$ cat config.mk
export PLATFORM = sky130hd
export DESIGN_NAME = issue_front_end
export DESIGN_NICKNAME = d
export VERILOG_FILES = /design/src/design/cpu_pkg.sv /design/src/design/issue_front_end.sv /design/src/design/slot_sequencer.sv /design/src/design/hazard_detection_unit.sv /design/src/design/operand_decoder.sv /design/src/design/pipe_reg.sv
export VERILOG_INCLUDE_DIRS = /design/src /design/src/include
export SDC_FILE = /design/constraint.sdc
export NUM_CORES = 1
export LEC_CHECK = 0
export BUFFER_PORTS_ARGS = -buffer_cell sky130_fd_sc_hd__buf_4
export CORE_ASPECT_RATIO = 1.4
export CORE_MARGIN = 1
export CORE_UTILIZATION = 40
export CTS_CLUSTER_SIZE = 25
export DETAILED_ROUTE_END_ITERATION = 16
export PLACE_DENSITY = 0.65
export SYNTH_ARGS = -nofsm -noshare
export SYNTH_HDL_FRONTEND = slang
export SYNTH_SLANG_ARGS = --single-unit
export TNS_END_PERCENT = 10
$ cat constraint.sdc
create_clock -name clk -period 2.66 [get_ports clk]
set_input_delay 0.133 -clock clk [delete_from_list [all_inputs] [get_ports clk]]
set_output_delay 0.133 -clock clk [all_outputs]
set_load 0.01 [all_outputs]
$ cat src/include/cpu_consts.svh
`ifndef CPU_CONSTS_SVH
`define CPU_CONSTS_SVH

// datapath widths.
`define INSTR_BITS          32
`define OP_CODE_BITS        6
`define NUM_REGISTERS_LOG2  5
`define PC_BITS             32
`define MEM_OP_BITS         2
`define REG_MASK_BITS       3

// bytes fetched per pair.
`define FETCH_STEP          8

// opcode values.
`define OP_CODE_NOP         6'b000000
`define OP_CODE_JR          6'b110111
`define OP_CODE_LW          6'b100000
`define OP_CODE_SW          6'b100001
`define OP_CODE_LA          6'b100010
`define OP_CODE_SA          6'b100011

// instruction field positions.
`define OPCODE_HI           31
`define OPCODE_LO           26
`define RS_HI               25
`define RS_LO               21
`define RT_HI               20
`define RT_LO               16
`define RD_HI               15
`define RD_LO               11

// register mask bits, src and dst alike.
`define REG_MASK_RS         2
`define REG_MASK_RT         1
`define REG_MASK_RD         0

// pipe mask bit positions.
`define NUM_PIPE_MASKS      3
`define PIPE_REG_PC         0
`define PIPE_REG_IF_ID      1
`define PIPE_REG_ID_EX      2

`endif
$ cat src/design/cpu_pkg.sv
`include "cpu_consts.svh"

package cpu_pkg;

  typedef logic [`NUM_REGISTERS_LOG2-1:0] reg_idx_t;  // register number.
  typedef logic [`OP_CODE_BITS-1:0]       opcode_t;

  typedef enum logic [`MEM_OP_BITS-1:0] {
    MEM_OP_NONE  = 2'd0,
    MEM_OP_READ  = 2'd1,
    MEM_OP_WRITE = 2'd2
  } mem_op_t;

  // bit 2 rs, bit 1 rt, bit 0 rd.
  typedef logic [`REG_MASK_BITS-1:0]      reg_mask_t;

  typedef logic [`NUM_PIPE_MASKS-1:0]     pipe_mask_t;

  typedef logic [`PC_BITS-1:0]            pc_t;

  // fetched pair, slot 0 sits at pc.
  typedef struct packed {
    logic [`INSTR_BITS-1:0] slot1;
    logic [`INSTR_BITS-1:0] slot0;
  } instr_pair_t;

  // one instruction as it leaves the issue stage.
  typedef struct packed {
    opcode_t  opcode;
    reg_idx_t rs;
    reg_idx_t rt;
    reg_idx_t rd;
    mem_op_t  mem_op;
  } issued_t;

endpackage

$ cat src/design/issue_front_end.sv
`timescale 1ns/1ns

`include "cpu_consts.svh"

module issue_front_end (
  input  logic                   clk,
  input  logic                   rst_n,
  input  logic [`INSTR_BITS-1:0] fetch_word0,   // word at pc.
  input  logic [`INSTR_BITS-1:0] fetch_word1,   // word at pc + 4.
  output cpu_pkg::pc_t           pc,
  output logic                   ex_valid,
  output cpu_pkg::opcode_t       ex_opcode,
  output cpu_pkg::reg_idx_t      ex_rs,
  output cpu_pkg::reg_idx_t      ex_rt,
  output cpu_pkg::reg_idx_t      ex_rd,
  output cpu_pkg::mem_op_t       ex_mem_op,
  output cpu_pkg::pipe_mask_t    stall
);

  import cpu_pkg::*;

  pc_t         pc_next;
  logic        pc_hold;
  logic        if_id_hold;
  instr_pair_t fetch_pair;
  instr_pair_t if_id_pair;
  logic        if_id_valid;
  logic        first;
  issued_t     issue;
  logic        issue_valid;
  logic        pair_done;
  issued_t     ex_q;
  pipe_mask_t  nop;

  opcode_t     if_id_opcode0;
  opcode_t     if_id_opcode1;
  reg_idx_t    if_id_rs0;
  reg_idx_t    if_id_rt0;
  reg_idx_t    if_id_rd0;
  reg_idx_t    if_id_rs1;
  reg_idx_t    if_id_rt1;
  reg_idx_t    if_id_rd1;

  assign pc_next = pc + `PC_BITS'(`FETCH_STEP);

  assign fetch_pair.slot0 = fetch_word0;
  assign fetch_pair.slot1 = fetch_word1;

  // fetch moves only once the held pair has issued both slots.
  assign pc_hold    = stall[`PIPE_REG_PC] | (if_id_valid & ~pair_done);
  assign if_id_hold = stall[`PIPE_REG_IF_ID] | (if_id_valid & ~pair_done);

  assign if_id_opcode0 = if_id_pair.slot0[`OPCODE_HI:`OPCODE_LO];
  assign if_id_opcode1 = if_id_pair.slot1[`OPCODE_HI:`OPCODE_LO];
  assign if_id_rs0     = if_id_pair.slot0[`RS_HI:`RS_LO];
  assign if_id_rt0     = if_id_pair.slot0[`RT_HI:`RT_LO];
  assign if_id_rd0     = if_id_pair.slot0[`RD_HI:`RD_LO];
  assign if_id_rs1     = if_id_pair.slot1[`RS_HI:`RS_LO];
  assign if_id_rt1     = if_id_pair.slot1[`RT_HI:`RT_LO];
  assign if_id_rd1     = if_id_pair.slot1[`RD_HI:`RD_LO];

  assign ex_opcode = ex_q.opcode;
  assign ex_rs     = ex_q.rs;
  assign ex_rt     = ex_q.rt;
  assign ex_rd     = ex_q.rd;
  assign ex_mem_op = ex_q.mem_op;

  // program counter steps one pair at a time.
  pipe_reg #(.payload_t(pc_t)) u_pc_reg (
    .clk      (clk),
    .rst_n    (rst_n),
    .stall    (pc_hold),
    .nop      (nop[`PIPE_REG_PC]),
    .d        (pc_next),
    .valid_in (1'b1),
    .q        (pc),
    .valid    ()
  );

  pipe_reg #(.payload_t(instr_pair_t)) u_if_id_reg (
    .clk      (clk),
    .rst_n    (rst_n),
    .stall    (if_id_hold),
    .nop      (nop[`PIPE_REG_IF_ID]),
    .d        (fetch_pair),
    .valid_in (1'b1),                   // live from the first edge out of reset.
    .q        (if_id_pair),
    .valid    (if_id_valid)
  );

  slot_sequencer u_seq (
    .clk         (clk),
    .rst_n       (rst_n),
    .if_id_valid (if_id_valid),
    .hold        (stall[`PIPE_REG_PC]),
    .pair        (if_id_pair),
    .first       (first),
    .issue       (issue),
    .issue_valid (issue_valid),
    .pair_done   (pair_done)
  );

  hazard_detection_unit u_hdu (
    .id_ex_valid   (ex_valid),
    .id_ex_mem_op  (ex_q.mem_op),
    .id_ex_rt      (ex_q.rt),
    .first         (first),
    .if_id_valid   (if_id_valid),
    .if_id_opcode0 (if_id_opcode0),
    .if_id_opcode1 (if_id_opcode1),
    .if_id_rs0     (if_id_rs0),
    .if_id_rt0     (if_id_rt0),
    .if_id_rd0     (if_id_rd0),
    .if_id_rs1     (if_id_rs1),
    .if_id_rt1     (if_id_rt1),
    .if_id_rd1     (if_id_rd1),
    .stall         (stall),
    .nop           (nop)
  );

  pipe_reg #(.payload_t(issued_t)) u_id_ex_reg (
    .clk      (clk),
    .rst_n    (rst_n),
    .stall    (stall[`PIPE_REG_ID_EX]),
    .nop      (nop[`PIPE_REG_ID_EX]),
    .d        (issue),
    .valid_in (issue_valid),
    .q        (ex_q),
    .valid    (ex_valid)
  );

endmodule

$ cat src/design/slot_sequencer.sv
`timescale 1ns/1ns

`include "cpu_consts.svh"

module slot_sequencer (
  input  logic                 clk,
  input  logic                 rst_n,
  input  logic                 if_id_valid,
  input  logic                 hold,         // hazard freeze.
  input  cpu_pkg::instr_pair_t pair,
  output logic                 first,        // slot 0 is up next.
  output cpu_pkg::issued_t     issue,
  output logic                 issue_valid,
  output logic                 pair_done
);

  import cpu_pkg::*;

  logic [`INSTR_BITS-1:0] word;
  logic                   slot_fire;
  mem_op_t                slot_mem_op;

  assign word      = first ? pair.slot0 : pair.slot1;
  assign slot_fire = if_id_valid & ~hold;

  // slot 1 leaving frees IF/ID for the next pair.
  assign pair_done   = slot_fire & ~first;
  assign issue_valid = if_id_valid;       // a held slot is bubbled in ID/EX.

  operand_decoder u_dec (
    .opcode   (word[`OPCODE_HI:`OPCODE_LO]),
    .src_mask (),
    .dst_mask (),
    .mem_op   (slot_mem_op)
  );

  always_comb begin
    issue.opcode = word[`OPCODE_HI:`OPCODE_LO];
    issue.rs     = word[`RS_HI:`RS_LO];
    issue.rt     = word[`RT_HI:`RT_LO];
    issue.rd     = word[`RD_HI:`RD_LO];
    issue.mem_op = slot_mem_op;
  end

  always_ff @(posedge clk or negedge rst_n) begin
    if (!rst_n) begin
      first <= 1'b1;
    end else if (slot_fire) begin
      first <= ~first;                    // alternate slots.
    end
  end

endmodule

$ cat src/design/hazard_detection_unit.sv
`timescale 1ns/1ns

`include "cpu_consts.svh"

module hazard_detection_unit (
  input  logic                id_ex_valid,
  input  cpu_pkg::mem_op_t    id_ex_mem_op,
  input  cpu_pkg::reg_idx_t   id_ex_rt,       // load target in ex.
  input  logic                first,
  input  logic                if_id_valid,
  input  cpu_pkg::opcode_t    if_id_opcode0,
  input  cpu_pkg::opcode_t    if_id_opcode1,
  input  cpu_pkg::reg_idx_t   if_id_rs0,
  input  cpu_pkg::reg_idx_t   if_id_rt0,
  input  cpu_pkg::reg_idx_t   if_id_rd0,
  input  cpu_pkg::reg_idx_t   if_id_rs1,
  input  cpu_pkg::reg_idx_t   if_id_rt1,
  input  cpu_pkg::reg_idx_t   if_id_rd1,
  output cpu_pkg::pipe_mask_t stall,
  output cpu_pkg::pipe_mask_t nop
);

  import cpu_pkg::*;

  reg_mask_t src_mask0;
  reg_mask_t dst_mask0;
  reg_mask_t src_mask1;
  reg_mask_t dst_mask1;

  reg_mask_t iss_src;
  reg_idx_t  iss_rs;
  reg_idx_t  iss_rt;
  reg_mask_t oth_dst;
  reg_idx_t  oth_rt;
  reg_idx_t  oth_rd;

  logic load_use;
  logic slot_conflict;

  // true when a source field of one slot names a destination of the other.
  function automatic logic reads_written(input reg_mask_t src, input reg_idx_t rs,
                                         input reg_idx_t rt, input reg_mask_t dst,
                                         input reg_idx_t wr_rt, input reg_idx_t wr_rd);
    logic hit;
    hit = 1'b0;
    if (src[`REG_MASK_RS] && dst[`REG_MASK_RT] && rs == wr_rt) hit = 1'b1;
    if (src[`REG_MASK_RS] && dst[`REG_MASK_RD] && rs == wr_rd) hit = 1'b1;
    if (src[`REG_MASK_RT] && dst[`REG_MASK_RT] && rt == wr_rt) hit = 1'b1;
    if (src[`REG_MASK_RT] && dst[`REG_MASK_RD] && rt == wr_rd) hit = 1'b1;
    return hit;
  endfunction

  operand_decoder u_dec0 (
    .opcode   (if_id_opcode0),
    .src_mask (src_mask0),
    .dst_mask (dst_mask0),
    .mem_op   ()
  );

  operand_decoder u_dec1 (
    .opcode   (if_id_opcode1),
    .src_mask (src_mask1),
    .dst_mask (dst_mask1),
    .mem_op   ()
  );

  // issuing slot against the other slot of the pair.
  assign iss_src = first ? src_mask0 : src_mask1;
  assign iss_rs  = first ? if_id_rs0 : if_id_rs1;
  assign iss_rt  = first ? if_id_rt0 : if_id_rt1;
  assign oth_dst = first ? dst_mask1 : dst_mask0;
  assign oth_rt  = first ? if_id_rt1 : if_id_rt0;
  assign oth_rd  = first ? if_id_rd1 : if_id_rd0;

  assign load_use = id_ex_valid && (id_ex_mem_op == MEM_OP_READ) &&
                    ((iss_src[`REG_MASK_RS] && iss_rs == id_ex_rt) ||
                     (iss_src[`REG_MASK_RT] && iss_rt == id_ex_rt));

  // an empty ID/EX already separates the slots, so one bubble clears it.
  assign slot_conflict = id_ex_valid &&
                         reads_written(iss_src, iss_rs, iss_rt, oth_dst, oth_rt, oth_rd);

  // both cases freeze the front end and drop a bubble into ex.
  always_comb begin
    stall = '0;
    nop   = '0;
    if (if_id_valid && (load_use || slot_conflict)) begin
      stall[`PIPE_REG_PC]    = 1'b1;
      stall[`PIPE_REG_IF_ID] = 1'b1;
      stall[`PIPE_REG_ID_EX] = 1'b1;
      nop[`PIPE_REG_ID_EX]   = 1'b1;
    end
  end

endmodule

$ cat src/design/operand_decoder.sv
`timescale 1ns/1ns

`include "cpu_consts.svh"

module operand_decoder (
  input  cpu_pkg::opcode_t   opcode,
  output cpu_pkg::reg_mask_t src_mask,
  output cpu_pkg::reg_mask_t dst_mask,
  output cpu_pkg::mem_op_t   mem_op
);

  import cpu_pkg::*;

  always_comb begin
    src_mask = '0;
    dst_mask = '0;
    mem_op   = MEM_OP_NONE;
    casez (opcode)
      `OP_CODE_NOP: begin
        src_mask = '0;                          // nothing read or written.
      end
      `OP_CODE_JR: begin
        src_mask[`REG_MASK_RS] = 1'b1;          // jump target in rs.
      end
      6'b00????: begin                          // add, sub and friends.
        src_mask[`REG_MASK_RS] = 1'b1;
        src_mask[`REG_MASK_RT] = 1'b1;
        dst_mask[`REG_MASK_RD] = 1'b1;
      end
      6'b01????: begin                          // immediate forms.
        src_mask[`REG_MASK_RS] = 1'b1;
        dst_mask[`REG_MASK_RT] = 1'b1;
      end
      `OP_CODE_LW: begin
        src_mask[`REG_MASK_RS] = 1'b1;
        dst_mask[`REG_MASK_RT] = 1'b1;
        mem_op                 = MEM_OP_READ;
      end
      `OP_CODE_SW: begin
        src_mask[`REG_MASK_RS] = 1'b1;
        src_mask[`REG_MASK_RT] = 1'b1;
        mem_op                 = MEM_OP_WRITE;
      end
      `OP_CODE_LA: begin                        // absolute load.
        dst_mask[`REG_MASK_RT] = 1'b1;
        mem_op                 = MEM_OP_READ;
      end
      `OP_CODE_SA: begin                        // absolute store.
        src_mask[`REG_MASK_RT] = 1'b1;
        mem_op                 = MEM_OP_WRITE;
      end
      default: begin
        mem_op = MEM_OP_NONE;                   // jumps and unused codes.
      end
    endcase
  end

endmodule

$ cat src/design/pipe_reg.sv
`timescale 1ns/1ns

module pipe_reg #(
  parameter type payload_t = logic [31:0]
) (
  input  logic     clk,
  input  logic     rst_n,
  input  logic     stall,     // hold q and valid.
  input  logic     nop,       // bubble that wins over stall.
  input  payload_t d,
  input  logic     valid_in,
  output payload_t q,
  output logic     valid
);

  // a bubble only drops valid and leaves the old payload in q.
  always_ff @(posedge clk or negedge rst_n) begin
    if (!rst_n) begin
      q     <= '0;
      valid <= 1'b0;
    end else if (nop) begin
      valid <= 1'b0;
    end else if (!stall) begin
      q     <= d;
      valid <= valid_in;
    end
  end

endmodule

# Yosys cells after proc, flatten, opt, wreduce, memory -nomap -nowiden
# Index checks and enable logic that the tools add are counted.
# W data, S select, Z words.
classes:
  add_sub_neg: 1
  n_mul: 0
  div: 0
  n_lt_le_gt_ge: 0
  n_eq_ne: 25
  shifts: 0
  n_mux: 33
  bitwise: 10
  n_reduce_logical: 33
op_table:
  columns: ["cell", "count"]
  rows:
  - ["$eq A6 B6 Y1 const B", 15]
  - ["$add A32 B4 Y32 const B", 1]
  - ["$mux W32", 1]
  - ["$eq A5 B5 Y1", 6]
  - ["$mux W1", 21]
  - ["$mux W5", 4]
  - ["$logic_not A6 Y1", 3]
  - ["$logic_and A1 B1 Y1", 14]
  - ["$reduce_or A3 Y1", 4]
  - ["$reduce_or A2 Y1", 5]
  - ["$reduce_or A4 Y1", 2]
  - ["$eq A2 B1 Y1 const B", 3]
  - ["$mux W3", 2]
  - ["$not A1 Y1", 5]
  - ["$logic_not A2 Y1", 2]
  - ["$mux W2", 2]
  - ["$pmux W1 S2", 2]
  - ["$pmux W2 S2", 1]
  - ["$and A1 B1 Y1", 3]
  - ["$logic_or A1 B1 Y1", 2]
  - ["$ne A2 B1 Y1 const B", 1]
  - ["$or A1 B1 Y1", 2]
  - ["$reduce_and A2 Y1", 1]
word_totals:
  ff_bits: 122
  latch_bits: 0
  mem_bits_rw: 0
  mem_bits_ro: 0
  input_bits: 66
  output_inout_bits: 59
  wordCells: 113
  memories: 0

# Longest topological paths before layout
# Gate-level depths: netlist of the first run.
logic_depth:
  word_depth: 21
  mapped_depth: 11
  ltp_nobuf: 8

# Modules after synthesis
# Synthesis of the first run repeated with hierarchy kept, for this count alone.
hier_totals:
  hier_cells: 542
  area_unflattened_um2: 7209.4
modules_own_cells:
  columns: ["module", "instances", "cells_per_inst", "area_each_um2", "seq_area_each_um2"]
  rows:
  - ["pipe_reg at u_if_id_reg", 1, 138, 2701.3, 1626.6]
  - ["pipe_reg at u_pc_reg", 1, 71, 1357.6, 825.8]
  - ["pipe_reg at u_id_ex_reg", 1, 52, 999.7, 600.6]
  - ["hazard_detection_unit", 1, 101, 789.5, 0.0]
  - ["issue_front_end", 1, 86, 625.6, 0.0]
  - ["operand_decoder", 3, 22, 141.4, 0.0]
  - ["slot_sequencer", 1, 28, 311.5, 26.3]

# Least setup slack after synthesis of the first run
# No wires, ideal clock.
synth_timing:
  path_kind: "flip-flop to output port"
  startpoint: "reg u_seq.first"
  endpoint: "out stall[0]"
  t_arrival_ns: 2.589
  required_ns: 2.527
  slack_ns: -0.062
  path_stages_with_launch: 11
  n_path_buf: 3
  cell_sequence: "dfstp_2 > buf_4 > mux2i_1 > xor2_1 > nand4_1 > or3_1 > a221oi_2 > o211ai_2 > clkbuf_1 > inv_1 > buf_4"
synth_via:
  elab_chain_len: 11
  elab_cells_between_ends: 32
  classes_between: "6 x eq/ne; 11 x mux; 15 x reduce/logical"
synth_lines:
  columns: ["item", "line", "text"]
  rows:
  - ["from (decl)", "slot_sequencer.sv:11", "output logic first,"]
  - ["from (signal assigned)", "slot_sequencer.sv:49", "first <= ~first;"]
  - ["$mux W5, or another cell as far along", "hazard_detection_unit.sv:69", "assign iss_rs = first ? if_id_rs0 : if_id_rs1;"]
  - ["$eq A5 B5 Y1 or $logic_and A1 B1 Y1 (tied branches)", "hazard_detection_unit.sv:46", "if (src[`REG_MASK_RS] && dst[`REG_MASK_RT] && rs == wr_rt) hit = 1'b1;"]
  - ["$logic_and A1 B1 Y1", "hazard_detection_unit.sv:46", null]
  - ["$mux W1", "hazard_detection_unit.sv:46", null]
  - ["$mux W1", "hazard_detection_unit.sv:47", "if (src[`REG_MASK_RS] && dst[`REG_MASK_RD] && rs == wr_rd) hit = 1'b1;"]
  - ["$mux W1", "hazard_detection_unit.sv:48", "if (src[`REG_MASK_RT] && dst[`REG_MASK_RT] && rt == wr_rt) hit = 1'b1;"]
  - ["$mux W1", "hazard_detection_unit.sv:49", "if (src[`REG_MASK_RT] && dst[`REG_MASK_RD] && rt == wr_rd) hit = 1'b1;"]
  - ["$logic_and A1 B1 Y1", "hazard_detection_unit.sv:80", "assign slot_conflict = id_ex_valid &&"]
  - ["$logic_or A1 B1 Y1 (*)", "hazard_detection_unit.sv:87", "if (if_id_valid && (load_use || slot_conflict)) begin"]
  - ["$logic_and A1 B1 Y1 (*)", "hazard_detection_unit.sv:87", null]
  - ["$mux W3 (*)", "hazard_detection_unit.sv:87", null]
  - ["to (decl)", "issue_front_end.sv:17", "output cpu_pkg::pipe_mask_t stall"]
# Every way passes the cells marked *; elsewhere a longest branch is shown, timed or not.

# Worst setup path in the final report of the first run
layout_timing:
  startpoint: "reg u_seq.first"
  endpoint: "reg u_if_id_reg.q[51] (netlist name)"
layout_via:
  elab_chain_len: 17
  elab_cells_between_ends: 39
  classes_between: "6 x eq/ne; 11 x mux; 7 x bitwise; 15 x reduce/logical"
layout_lines:
  columns: ["item", "line", "text"]
  rows:
  - ["$mux W5, or another cell as far along", "hazard_detection_unit.sv:69", null]
  - ["$eq A5 B5 Y1 or $logic_and A1 B1 Y1 (tied branches)", "hazard_detection_unit.sv:46", null]
  - ["$logic_and A1 B1 Y1", "hazard_detection_unit.sv:46", null]
  - ["$mux W1", "hazard_detection_unit.sv:46", null]
  - ["$mux W1", "hazard_detection_unit.sv:47", null]
  - ["$mux W1", "hazard_detection_unit.sv:48", null]
  - ["$mux W1", "hazard_detection_unit.sv:49", null]
  - ["$logic_and A1 B1 Y1", "hazard_detection_unit.sv:80", null]
  - ["$logic_or A1 B1 Y1", "hazard_detection_unit.sv:87", null]
  - ["$logic_and A1 B1 Y1", "hazard_detection_unit.sv:87", null]
  - ["$mux W3", "hazard_detection_unit.sv:87", null]
  - ["$not A1 Y1", "slot_sequencer.sv:24", "assign slot_fire = if_id_valid & ~hold;"]
  - ["$and A1 B1 Y1", "slot_sequencer.sv:24", null]
  - ["$and A1 B1 Y1", "slot_sequencer.sv:27", "assign pair_done = slot_fire & ~first;"]
  - ["$not A1 Y1", "issue_front_end.sv:51", "assign if_id_hold = stall[`PIPE_REG_IF_ID] | (if_id_valid & ~pair_done);"]
  - ["$and A1 B1 Y1", "issue_front_end.sv:51", null]
  - ["$or A1 B1 Y1 (*)", "issue_front_end.sv:51", null]
  - ["to (signal assigned)", "pipe_reg.sv:19", "q <= '0;"]
  - ["to (signal assigned)", "pipe_reg.sv:24", "q <= d;"]
  - ["to (decl)", "pipe_reg.sv:12", "output payload_t q,"]
# Marks and branches as above.
# A chain may end at the register's enable or synchronous reset.

==> impl_metrics.tcl, run 1 <==
set metrics [dict create \
    status "finished, violations left" \
    violations "setup timing" \
    drtPass1Iterations 4 \
    use_met2_pct 32.1 \
    hold_viol 0 \
    drt_iter0_drc 118 \
    setup-violations-final 96 \
    cts.sinks 97 \
    root_buffer "clkbuf_16" \
    dr_total_vias 3769 \
    drv_cap 0 \
    path_clk_slew_ns 0.07 \
    hold_ws_ns 0.0147 \
    start_kind "register" \
    critPathRequiredTime_ns 2.89 \
    grt-ovfl-total 0 \
    nNetsFinal 637 \
    power_density_nw_per_um2 992 \
    grt_pass1_wl_um 20000 \
    cts_tree "built" \
    grt_use_met1_pct 23.8 \
    grt_pass1_vias 3952 \
    syn_area_per_cell_um2 11.8 \
    drive_above_1_share_pct 43.5 \
    finalNonFillerCells 725 \
    coreArea_um2 12400 \
    gp_congestion 0.869 \
    wl_per_cell_um 17.2 \
    fp.dieH_um 136 \
    post-route-period-util_pct 113 \
    antenna_found_initial 0 \
    synth_ff_type "dfrtp_1" \
    wirelength_um 12400 \
    cts_buffers 9 \
    grt_util_met3_pct 4.18 \
    period_minus_slack_ns 3.00 \
    slew_violations 0 \
    final_cell_mix "buf_4, dfrtp_1, xnor2_1, mux2_4, a21oi_1" \
    synth_edf_count 0 \
    drc_errors 0 \
    initial_utilization_pct 41.2 \
    hold_path.class "in2reg" \
    io-pin-count 125 \
    busiest_layer "met2" \
    tightest_slew_ns 0.652 \
    fp-row-count 48 \
    skew_ns 0.00629 \
    mostFrequentLayoutCell "buf_4" \
    grt_max_degree 50 \
    syn_to_final_growth_pct 35.1 \
    crit_path_end_kind "register" \
    p_leak_nw 3.21 \
    min_path_cells 2 \
    cp.arrival_ns 3.23 \
    fmax_ghz 0.333 \
    async_flop_share_pct 100 \
    htree_levels 3 \
    clock_latency_ns 0.35 \
    worstPathMaxFanout 20 \
    peakVddDrop_v 0.000418 \
    ff2ff_path_depth 10 \
    max_stage_delay_ns 0.66 \
    ys_seq_elements 97 \
    setup_ws_ns -0.340 \
    yosys.cell_types.count 47 \
    path_cells "mux2i_2 > xor2_1 > nand4_1 > or3_4 > a221oi_4 > buf_4 > a221oi_4 > buf_4 > clkbuf_16 > mux2_4" \
    place_inst 698 \
    dp.final_hpwl_um 8810 \
    ant_nets 0 \
    syn_area_um2 5090 \
    dieArea_um2 13200 \
    worstSetupPathType "reg2reg" \
    synth-seq-area-share_pct 47.7 \
    synth_cells 433 \
    cpMaxStageDelayCell "dfstp_2" \
    yosysWarnings 0 \
    die_x_um 97.4 \
    antenna_cells 0 \
    slew_headroom_pct 56.5 \
    rsz0062_at_grt "yes" \
    port_buffers 99 \
    grt_usage_pct 19.1 \
    clockBufferDepth 2 \
    viasPerCell 5.20 \
]
power by group:
group / internal (mW) / leakage [nW] / switching [mW] / total (mW)
combinational: 1.61 / 1.84 / 1.19 / 2.80
sequential: 1.88 / 1.19 / 0.523 / 2.40
clock: 1.06 / 0.186 / 0.561 / 1.63
stage by stage:
step	setup TNS [ns]	worst slack, ns	cell area [µm²]	total power, mW	utilization (%)
finish	-18.43	-0.340	6890	6.83	55.7
global route	-26.42	-0.415	6890	7.19	55.7
CTS	-17.76	-0.287	6740	6.71	54.4
detailed placement	-17.38	-0.257	6240	4.98	50.4
global placement	-12.32	-0.197	6240	4.92	50.4
floorplan	0	0.00333	5130	3.92	-
synthesized netlist by cell type (8+ instances only):
library cell / n / area, µm²
nor2_1: 32 / 120
a21oi_1: 24 / 120
xnor2_1: 55 / 482
nand3_1: 15 / 75.1
mux2_4: 42 / 631
buf_4: 9 / 67.6
clkbuf_1: 8 / 30.0
nand2_1: 11 / 41.3
mux2i_1: 20 / 200
nand4_1: 18 / 113
and3_1: 12 / 75.1
dfrtp_1: 96 / 2400
xor2_1: 19 / 166
critical path, delay by kind of cell, from the launching register on:
kind / cells / cell delay (ns)
compound gates: 2 / 0.37
xor+xnor: 1 / 0.22
buf+inv: 3 / 0.53
flops: 1 / 0.66
mux: 2 / 0.59
simple gates: 2 / 0.50
state kept, by name, indices dropped and copies added (netlist names):
register and flops:
u_id_ex_reg.q 23, u_seq.first 1, u_if_id_reg.valid 1, u_pc_reg.q 29, u_if_id_reg.q 42, u_id_ex_reg.valid 1
path summary, 6_finish.rpt:
| check | from | slack [ns] | end |
|---|---|---|---|
| worst max-delay path | u_seq.first | -0.34 | u_if_id_reg.q[51] |
| worst min-delay path | fetch_word1[21] | 0.01 | u_if_id_reg.q[53] |
| worst max register to register | u_seq.first | -0.34 | u_if_id_reg.q[51] |
| worst min register to register | u_pc_reg.q[31] | 0.49 | u_pc_reg.q[31] |
| max in group asynchronous | rst_n | 1.61 | u_if_id_reg.q[18] |
| min in group asynchronous | rst_n | 0.36 | u_id_ex_reg.q[18] |
metal layers:
layer,vias to the layer above,share of wire (%)
met5,-,0
met1,1857,42
li1,1791,-
met2,102,51
met4,0,2.2
met3,19,5.2
what timing repair did:
action / CTS / global route
gates cloned: 0 / 2
endpoints found under the hold margin: 47 / 0
setup buffers: 4 / 4
setup endpoints to repair: 97 / 97
pin swaps: 5 / 9
hold buffers: 1 / 0
resized for setup: 22 / 18
cells by family (layout without fill, tap and decap cells):
| logic type | after synthesis | in the layout | synth area share [%] |
|---|---|---|---|
| other | 2 | 4 | 0.147 |
| xor gates and xnor gates | 74 | 74 | 12.7 |
| muxes | 66 | 66 | 17.2 |
| DFF | 97 | 97 | 47.7 |
| AOI/OAI and AO/OA | 45 | 45 | 6.09 |
| adders and majority gates | 1 | 1 | 0.246 |
| and+or+nand+nor | 115 | 115 | 12.0 |
| buffers and inverters | 33 | 173 | 3.95 |
cell type report:
| class | instances | area (µm²) |
|---|---|---|
| Fill cell | 1046 | 5490 |
| Clock buffer | 11 | 253 |
| Inverter | 4 | 17.5 |
| Timing Repair Buffer | 153 | 1270 |
| Tap cell | 150 | 188 |
| Clock inverter | 5 | 125 |
| Multi-Input combinational cell | 305 | 2610 |
| Sequential cell | 97 | 2430 |
No activity file was read; power rests on OpenSTA's default activity.
==> inputs of run 2 (changes only) <==
--- a/config.mk
+++ b/config.mk
@@ -6,13 +6,14 @@
 export SDC_FILE = /design/constraint.sdc
 export NUM_CORES = 1
 export LEC_CHECK = 0
-export BUFFER_PORTS_ARGS = -buffer_cell sky130_fd_sc_hd__buf_4
+export BUFFER_PORTS_ARGS = -buffer_cell sky130_fd_sc_hd__buf_2
 export CORE_ASPECT_RATIO = 1.4
 export CORE_MARGIN = 1
 export CORE_UTILIZATION = 40
 export CTS_CLUSTER_SIZE = 25
 export DETAILED_ROUTE_END_ITERATION = 16
 export PLACE_DENSITY = 0.65
+export SLEW_MARGIN = 10
 export SYNTH_ARGS = -nofsm -noshare
 export SYNTH_HDL_FRONTEND = slang
 export SYNTH_SLANG_ARGS = --single-unit
==> run 2 against run 1 <==
  * The run still ends with setup timing left
  * Clock-buffer cell count decreased by 2
  * Sequential power is 2% lower
  * Worst setup slack better by 0.027 ns
  * Combinational power increased by 5%
  * Hold slack gained 0.0010 ns
  * Highest routed layer unchanged
==> impl_metrics.tcl, run 2 (synthesized netlist as in run 1, its figures left out) <==
set metrics [dict create \
    top_regs "u_if_id_reg.q (42), u_pc_reg.q (29), u_id_ex_reg.q (23)" \
    nNetsFinal 647 \
    post-route-period-util_pct 112 \
    gp_congestion 0.853 \
    setup_tns_ns -20.34 \
    die_x_um 97.4 \
    ff2ff_path_depth 11 \
    holdPathEnd "u_if_id_reg.q[31]" \
    clockBufferDepth 2 \
    grt_pass1_wl_um 20100 \
    root_buffer "clkbuf_16" \
    antenna_cells 0 \
    period_minus_slack_ns 2.97 \
    viasPerCell 5.19 \
    fmax_ghz 0.336 \
    finalNonFillerCells 735 \
    final_cell_mix "dfrtp_1, buf_2, xnor2_1, buf_4, mux2_4" \
    cts_buffers 9 \
    port_buffers 99 \
    ant_nets 0 \
    antenna_found_initial 0 \
    clock_latency_ns 0.34 \
    dp.final_hpwl_um 8990 \
    top_register "u_if_id_reg.q" \
    cp.arrival_ns 3.19 \
    min_from "fetch_word0[31]" \
    hold_ws_ns 0.0158 \
    worstSetupPathType "reg2reg" \
    grt_usage_pct 19.3 \
    reg2reg_setup_slack_ns -0.31 \
    violations "setup timing" \
    cts_tree "built" \
    crit_path_end_kind "register" \
    slew_headroom_pct 62.1 \
    place_inst 705 \
    drv_cap 0 \
    reg2reg_to "u_if_id_reg.q[48]" \
    min_path_cells 2 \
    hold_path.class "in2reg" \
    fp-row-count 48 \
    worstPathMaxFanout 9 \
    hold_viol 0 \
    drtPass1Iterations 6 \
    fp.dieH_um 136 \
    rsz0062_at_grt "yes" \
    tightest_slew_ns 0.568 \
    drc_errors 0 \
    total_power_mw 6.67 \
    htree_levels 3 \
    skew_ns 0.0115 \
    wl_per_cell_um 17.0 \
    syn_to_final_growth_pct 33.1 \
    status "finished, violations left" \
    grt_max_degree 54 \
    start_kind "register" \
    cts.sinks 97 \
    coreArea_um2 12400 \
    io-pin-count 125 \
    r2r-start "u_seq.first" \
    wirelength_um 12500 \
    utilization_pct 54.8 \
    peakVddDrop_v 0.000420 \
    slew_violations 0 \
    dieArea_um2 13200 \
    mostFrequentLayoutCell "dfrtp_1" \
    drive_above_1_share_pct 45.1 \
    grt-ovfl-total 0 \
    initial_utilization_pct 41.2 \
    drt_iter0_drc 161 \
    path_clk_slew_ns 0.07 \
    setup-violations-final 97 \
    setup_ws_ns -0.313 \
    largest_register_ffs 42 \
    p_leak_nw 3.21 \
    grt_pass1_vias 3953 \
    power_density_nw_per_um2 985 \
    dr_total_vias 3817 \
    critPathRequiredTime_ns 2.88 \
]
run 2: cell types whose count changed in the layout (fill, tap and decap cells not counted), sizes merged:
cell      before  now
buf          150  158
bufbuf         0    1
bufinv         4    2
clkbuf        13   12
clkinv         1    4
clkinvlp       0    1
run 2: final cells by class:
class | instances | area (µm²)
Clock buffer | 9 | 225
Multi-Input combinational cell | 305 | 2630
Inverter | 4 | 17.5
Clock inverter | 7 | 95.1
Tap cell | 150 | 188
Timing Repair Buffer | 163 | 1190
Fill cell | 1062 | 5590
Sequential cell | 97 | 2430
run 2: layer usage:
layer  GRT usage, %  up-vias  wire length (µm)
li1               -     1799                 -
met1           23.0     1881              5140
met2           33.4      112              6360
met3           4.28       25               599
met4           8.74        0               355
met5              0        -                 0
run 2: stage by stage:
step | area [µm²] | worst slack, ns
after detailed placement | 6060 | -0.304
after floorplan | 5130 | 0.00333
final | 6780 | -0.313
after CTS | 6620 | -0.310
after global placement | 6060 | -0.237
after global routing | 6780 | -0.408
run 2: worst max-delay path by stage:
| stage | depth (start not counted) | end | start |
|---|---|---|---|
| after CTS | 10 | stall[0] | u_seq.first |
| after global routing | 10 | stall[1] | u_seq.first |
| final | 11 | u_if_id_reg.q[48] | u_seq.first |
| after global placement | 10 | u_pc_reg.q[31] | u_seq.first |
| after floorplan | 9 | u_if_id_reg.q[13] | u_seq.first |
| after detailed placement | 10 | u_pc_reg.q[25] | u_seq.first |
run 2: what timing repair did:
item / in CTS / in global routing
resized for setup: 27 / 18
setup endpoints to repair: 97 / 98
hold buffers: 1 / 0
setup buffers: 7 / 2
hold endpoints to repair: 43 / 0
cloned: 1 / 3
pin swaps: 10 / 16
run 2: critical path, cell delays in order (launching register included):
cell and delay (ns):
dfstp_2 0.57, buf_4 0.12, bufbuf_16 0.26, mux2i_2 0.28, xnor2_1 0.12, nor4_2 0.30, a22oi_2 0.16, a211oi_2 0.32
a221oi_4 0.06, buf_12 0.18, clkbuf_16 0.17, mux2_4 0.30
run 2: power by group:
part           switching (mW)  internal, mW  total, mW
combinational            1.29          1.66       2.95
sequential              0.469          1.88       2.35
clock                   0.556         0.823       1.38
==> inputs of run 3 (changes only) <==
--- a/config.mk
+++ b/config.mk
@@ -6,13 +6,15 @@
 export SDC_FILE = /design/constraint.sdc
 export NUM_CORES = 1
 export LEC_CHECK = 0
-export BUFFER_PORTS_ARGS = -buffer_cell sky130_fd_sc_hd__buf_2
+export ABC_AREA = 1
+export BUFFER_PORTS_ARGS = -buffer_cell sky130_fd_sc_hd__buf_4
 export CORE_ASPECT_RATIO = 1.4
 export CORE_MARGIN = 1
 export CORE_UTILIZATION = 40
 export CTS_CLUSTER_SIZE = 25
 export DETAILED_ROUTE_END_ITERATION = 16
-export PLACE_DENSITY = 0.65
+export PLACE_DENSITY = 0.64
+export REMOVE_ABC_BUFFERS = 1
 export SLEW_MARGIN = 10
 export SYNTH_ARGS = -nofsm -noshare
 export SYNTH_HDL_FRONTEND = slang
==> run 3 against run 2 <==
  * The run ends with hold timing, setup timing left
  * Via count increased by 56%
  * Sequential share of layout area decreased by 6.0 points
  * Highest routed layer unchanged
  * Sequential cell count unchanged
  * Final cell count increased by 64%
  * Area after synthesis increased by 15%
  * Worst setup slack improved by 0.29 ns
  * Clock skew decreased by 0.0027 ns
  * Hold slack got worse by 0.017 ns
  * First-iteration DRC count increased by 70%
  * Core utilization increased by 1.8 points
  * Combinational power decreased by 29%
==> impl_metrics.tcl, run 3 <==
set metrics [dict create \
    cts_buffers 9 \
    yosysWarnings 0 \
    status "finished, violations left" \
    hold_viol 1 \
    grt-ovfl-total 0 \
    syn_area_um2 5870 \
    reg2reg_setup_slack_ns 0 \
    antenna_cells 0 \
    start_kind "register" \
    synth-seq-area-share_pct 41.4 \
    die_x_um 104 \
    mostFrequentLayoutCell "nand2_1" \
    yosys.area.top_type "dfrtp_1" \
    slew_headroom_pct 54.8 \
    cts.sinks 97 \
    async_flop_share_pct 100 \
    crit_path_end_kind "output port" \
    yosys-top-cells-count "nand2_1, dfrtp_1, nand3_1, inv_1, nor2_1" \
    power_density_nw_per_um2 673 \
    synth_edf_count 0 \
    drt_iter0_drc 274 \
    worstPathMaxFanout 6 \
    drv_cap 0 \
    worstSetupPathType "reg2out" \
    hold_ws_ns -0.00141 \
    root_buffer "clkbuf_16" \
    fp.dieH_um 145 \
    grt_pass1_wl_um 27200 \
    wl_per_cell_um 15.2 \
    yosys.cell_types.count 26 \
    clockBufferDepth 2 \
    nNetsFinal 1080 \
    dieArea_um2 15200 \
    dp.final_hpwl_um 11000 \
    grt_max_degree 60 \
    top_register "u_if_id_reg.q" \
    critPathRequiredTime_ns 2.53 \
    yosys-top-cells-area "dfrtp_1, nand2_1, nand3_1" \
    tightest_slew_ns 0.679 \
    min_path_cells 3 \
    synth_ff_type "dfrtp_1" \
    fmax_ghz 0.372 \
    drtPass1Iterations 4 \
    viasPerCell 4.92 \
    grt_pass1_vias 5635 \
    yosysMostFrequentCell "nand2_1" \
    antenna_found_initial 0 \
    setup-violations-final 3 \
    coreArea_um2 14400 \
    skew_ns 0.00877 \
    grt_usage_pct 22.4 \
    top_regs "u_if_id_reg.q (42), u_pc_reg.q (29), u_id_ex_reg.q (23)" \
    synth_top_area_share_pct 40.9 \
    rsz0062_at_grt "yes" \
    period_minus_slack_ns 2.69 \
    ff2ff_path_depth 17 \
    syn_area_per_cell_um2 6.83 \
    ys_seq_elements 97 \
    setup_tns_ns -0.0799 \
    total_power_mw 5.47 \
    post-route-period-util_pct 101 \
    path_clk_slew_ns 0.07 \
    p_leak_nw 4.34 \
    cp.arrival_ns 2.55 \
    largest_register_ffs 42 \
    synth_cells 860 \
    syn_to_final_growth_pct 38.6 \
    peakVddDrop_v 0.000372 \
    dr_total_vias 5944 \
    clock_latency_ns 0.34 \
    final_cell_mix "nand2_1, buf_4, dfrtp_1, nand3_1, inv_1" \
    fillers 1416 \
    initial_utilization_pct 40.8 \
    ant_nets 0 \
    violations "hold timing, setup timing" \
    port_buffers 99 \
    setup_ws_ns -0.0269 \
    htree_levels 3 \
    wirelength_um 18300 \
    gp_congestion 0.907 \
    io-pin-count 125 \
    hold_path.class "in2reg" \
    drive_above_1_share_pct 20.6 \
    slew_violations 0 \
    drc_errors 0 \
    cts_tree "built" \
    fp-row-count 52 \
]
## run 3: cell types whose count changed in the layout (fill, tap and decap cells not counted), sizes merged, moves of 9 or more
cell / delta
clkbuf: +9
nand2: +409
a21oi: -24
nand3: +81
nor3: +10
o21ai: +23
mux2: -46
and3: -12
inv: +57
buf: -20
dlygate4sd3: +35
xnor2: -44
mux2i: -20
## run 3: worst paths after layout
| check | to | start |
|---|---|---|
| setup / recovery | stall[2] | u_seq.first |
| min in group asynchronous | u_if_id_reg.q[46] | rst_n |
| setup reg to reg | u_if_id_reg.q[43] | u_seq.first |
| max in group asynchronous | u_pc_reg.q[13] | rst_n |
| hold reg to reg | u_id_ex_reg.q[6] | u_id_ex_reg.q[6] |
| hold / removal | u_if_id_reg.q[18] | fetch_word0[18] |
## run 3: area by class of cell
class	instances	area [µm²]	area share, %
clock inverter	4	50.0	0.615
clock buffer	12	267	3.28
inverter	62	243	2.98
multi-input combinational	659	3060	37.6
tap	189	236	2.91
timing repair buffer	184	1860	22.8
sequential	97	2430	29.9
## run 3: metrics by stage
| step | util, % | cells | setup WS (ns) | area [µm²] | hold WS, ns |
|---|---|---|---|---|---|
| final | 56.6 | 1207 | -0.0269 | 8140 | -0.00141 |
| after global placement | 47.0 | 1120 | 0.163 | 6760 | 0.198 |
| after floorplan | - | 818 | -1.06 | 5580 | -0.163 |
| after global routing | 56.6 | 1207 | -0.136 | 8140 | 0.00289 |
| after detailed placement | 47.0 | 1120 | 0.148 | 6760 | 0.197 |
| after CTS | 52.8 | 1179 | 0.0251 | 7590 | 0.00116 |
## run 3: timing repair
item | 4_1_cts | 5_1_grt
hold endpoints to repair | 78 | 2
gates cloned | 3 | 12
pin swaps | 5 | 23
endpoints found under the setup margin | 3 | 89
setup buffers | 6 | 15
hold buffers | 34 | 2
resized for setup | 14 | 50
## run 3: cell families after synthesis
group	synth area share, %
DFF	41.4
xor gates and xnor gates	5.22
buffers and inverters	9.08
adders and majority gates	0.213
and+or+nand+nor	41.1
AOI/OAI and AO/OA	2.88
other	0.128
## run 3: routing by layer
layer  share of wire, %  wire [µm]  track usage [%]  up-vias
li1                   -          -                -     2991
met1                 40       7370             26.1     2776
met2                 53       9750             41.0      143
met3                3.7        674             3.22       34
met4                2.8        507             8.71        0
met5                  0          0                0        -
## run 3: report_power, final
| group | switching, mW | total [mW] | internal [mW] | leakage (nW) |
|---|---|---|---|---|
| Sequential | 0.276 | 2.01 | 1.73 | 1.19 |
| Combinational | 1.16 | 2.10 | 0.940 | 3.00 |
| Clock | 0.561 | 1.37 | 0.805 | 0.151 |
## run 3: critical path, stage by stage, from the launching register on
cell and delay, ns:
dfstp_2 0.61, clkinv_4 0.13, clkbuf_16 0.18, nand2_1 0.06, nand2_2 0.08, xor2_1 0.18, nand3_1 0.14, nor2_1 0.12
nand2_1 0.07, nand2_1 0.09, nand2_2 0.08, nand2_4 0.12, nand2_8 0.07, inv_6 0.07, buf_12 0.11, buf_6 0.10
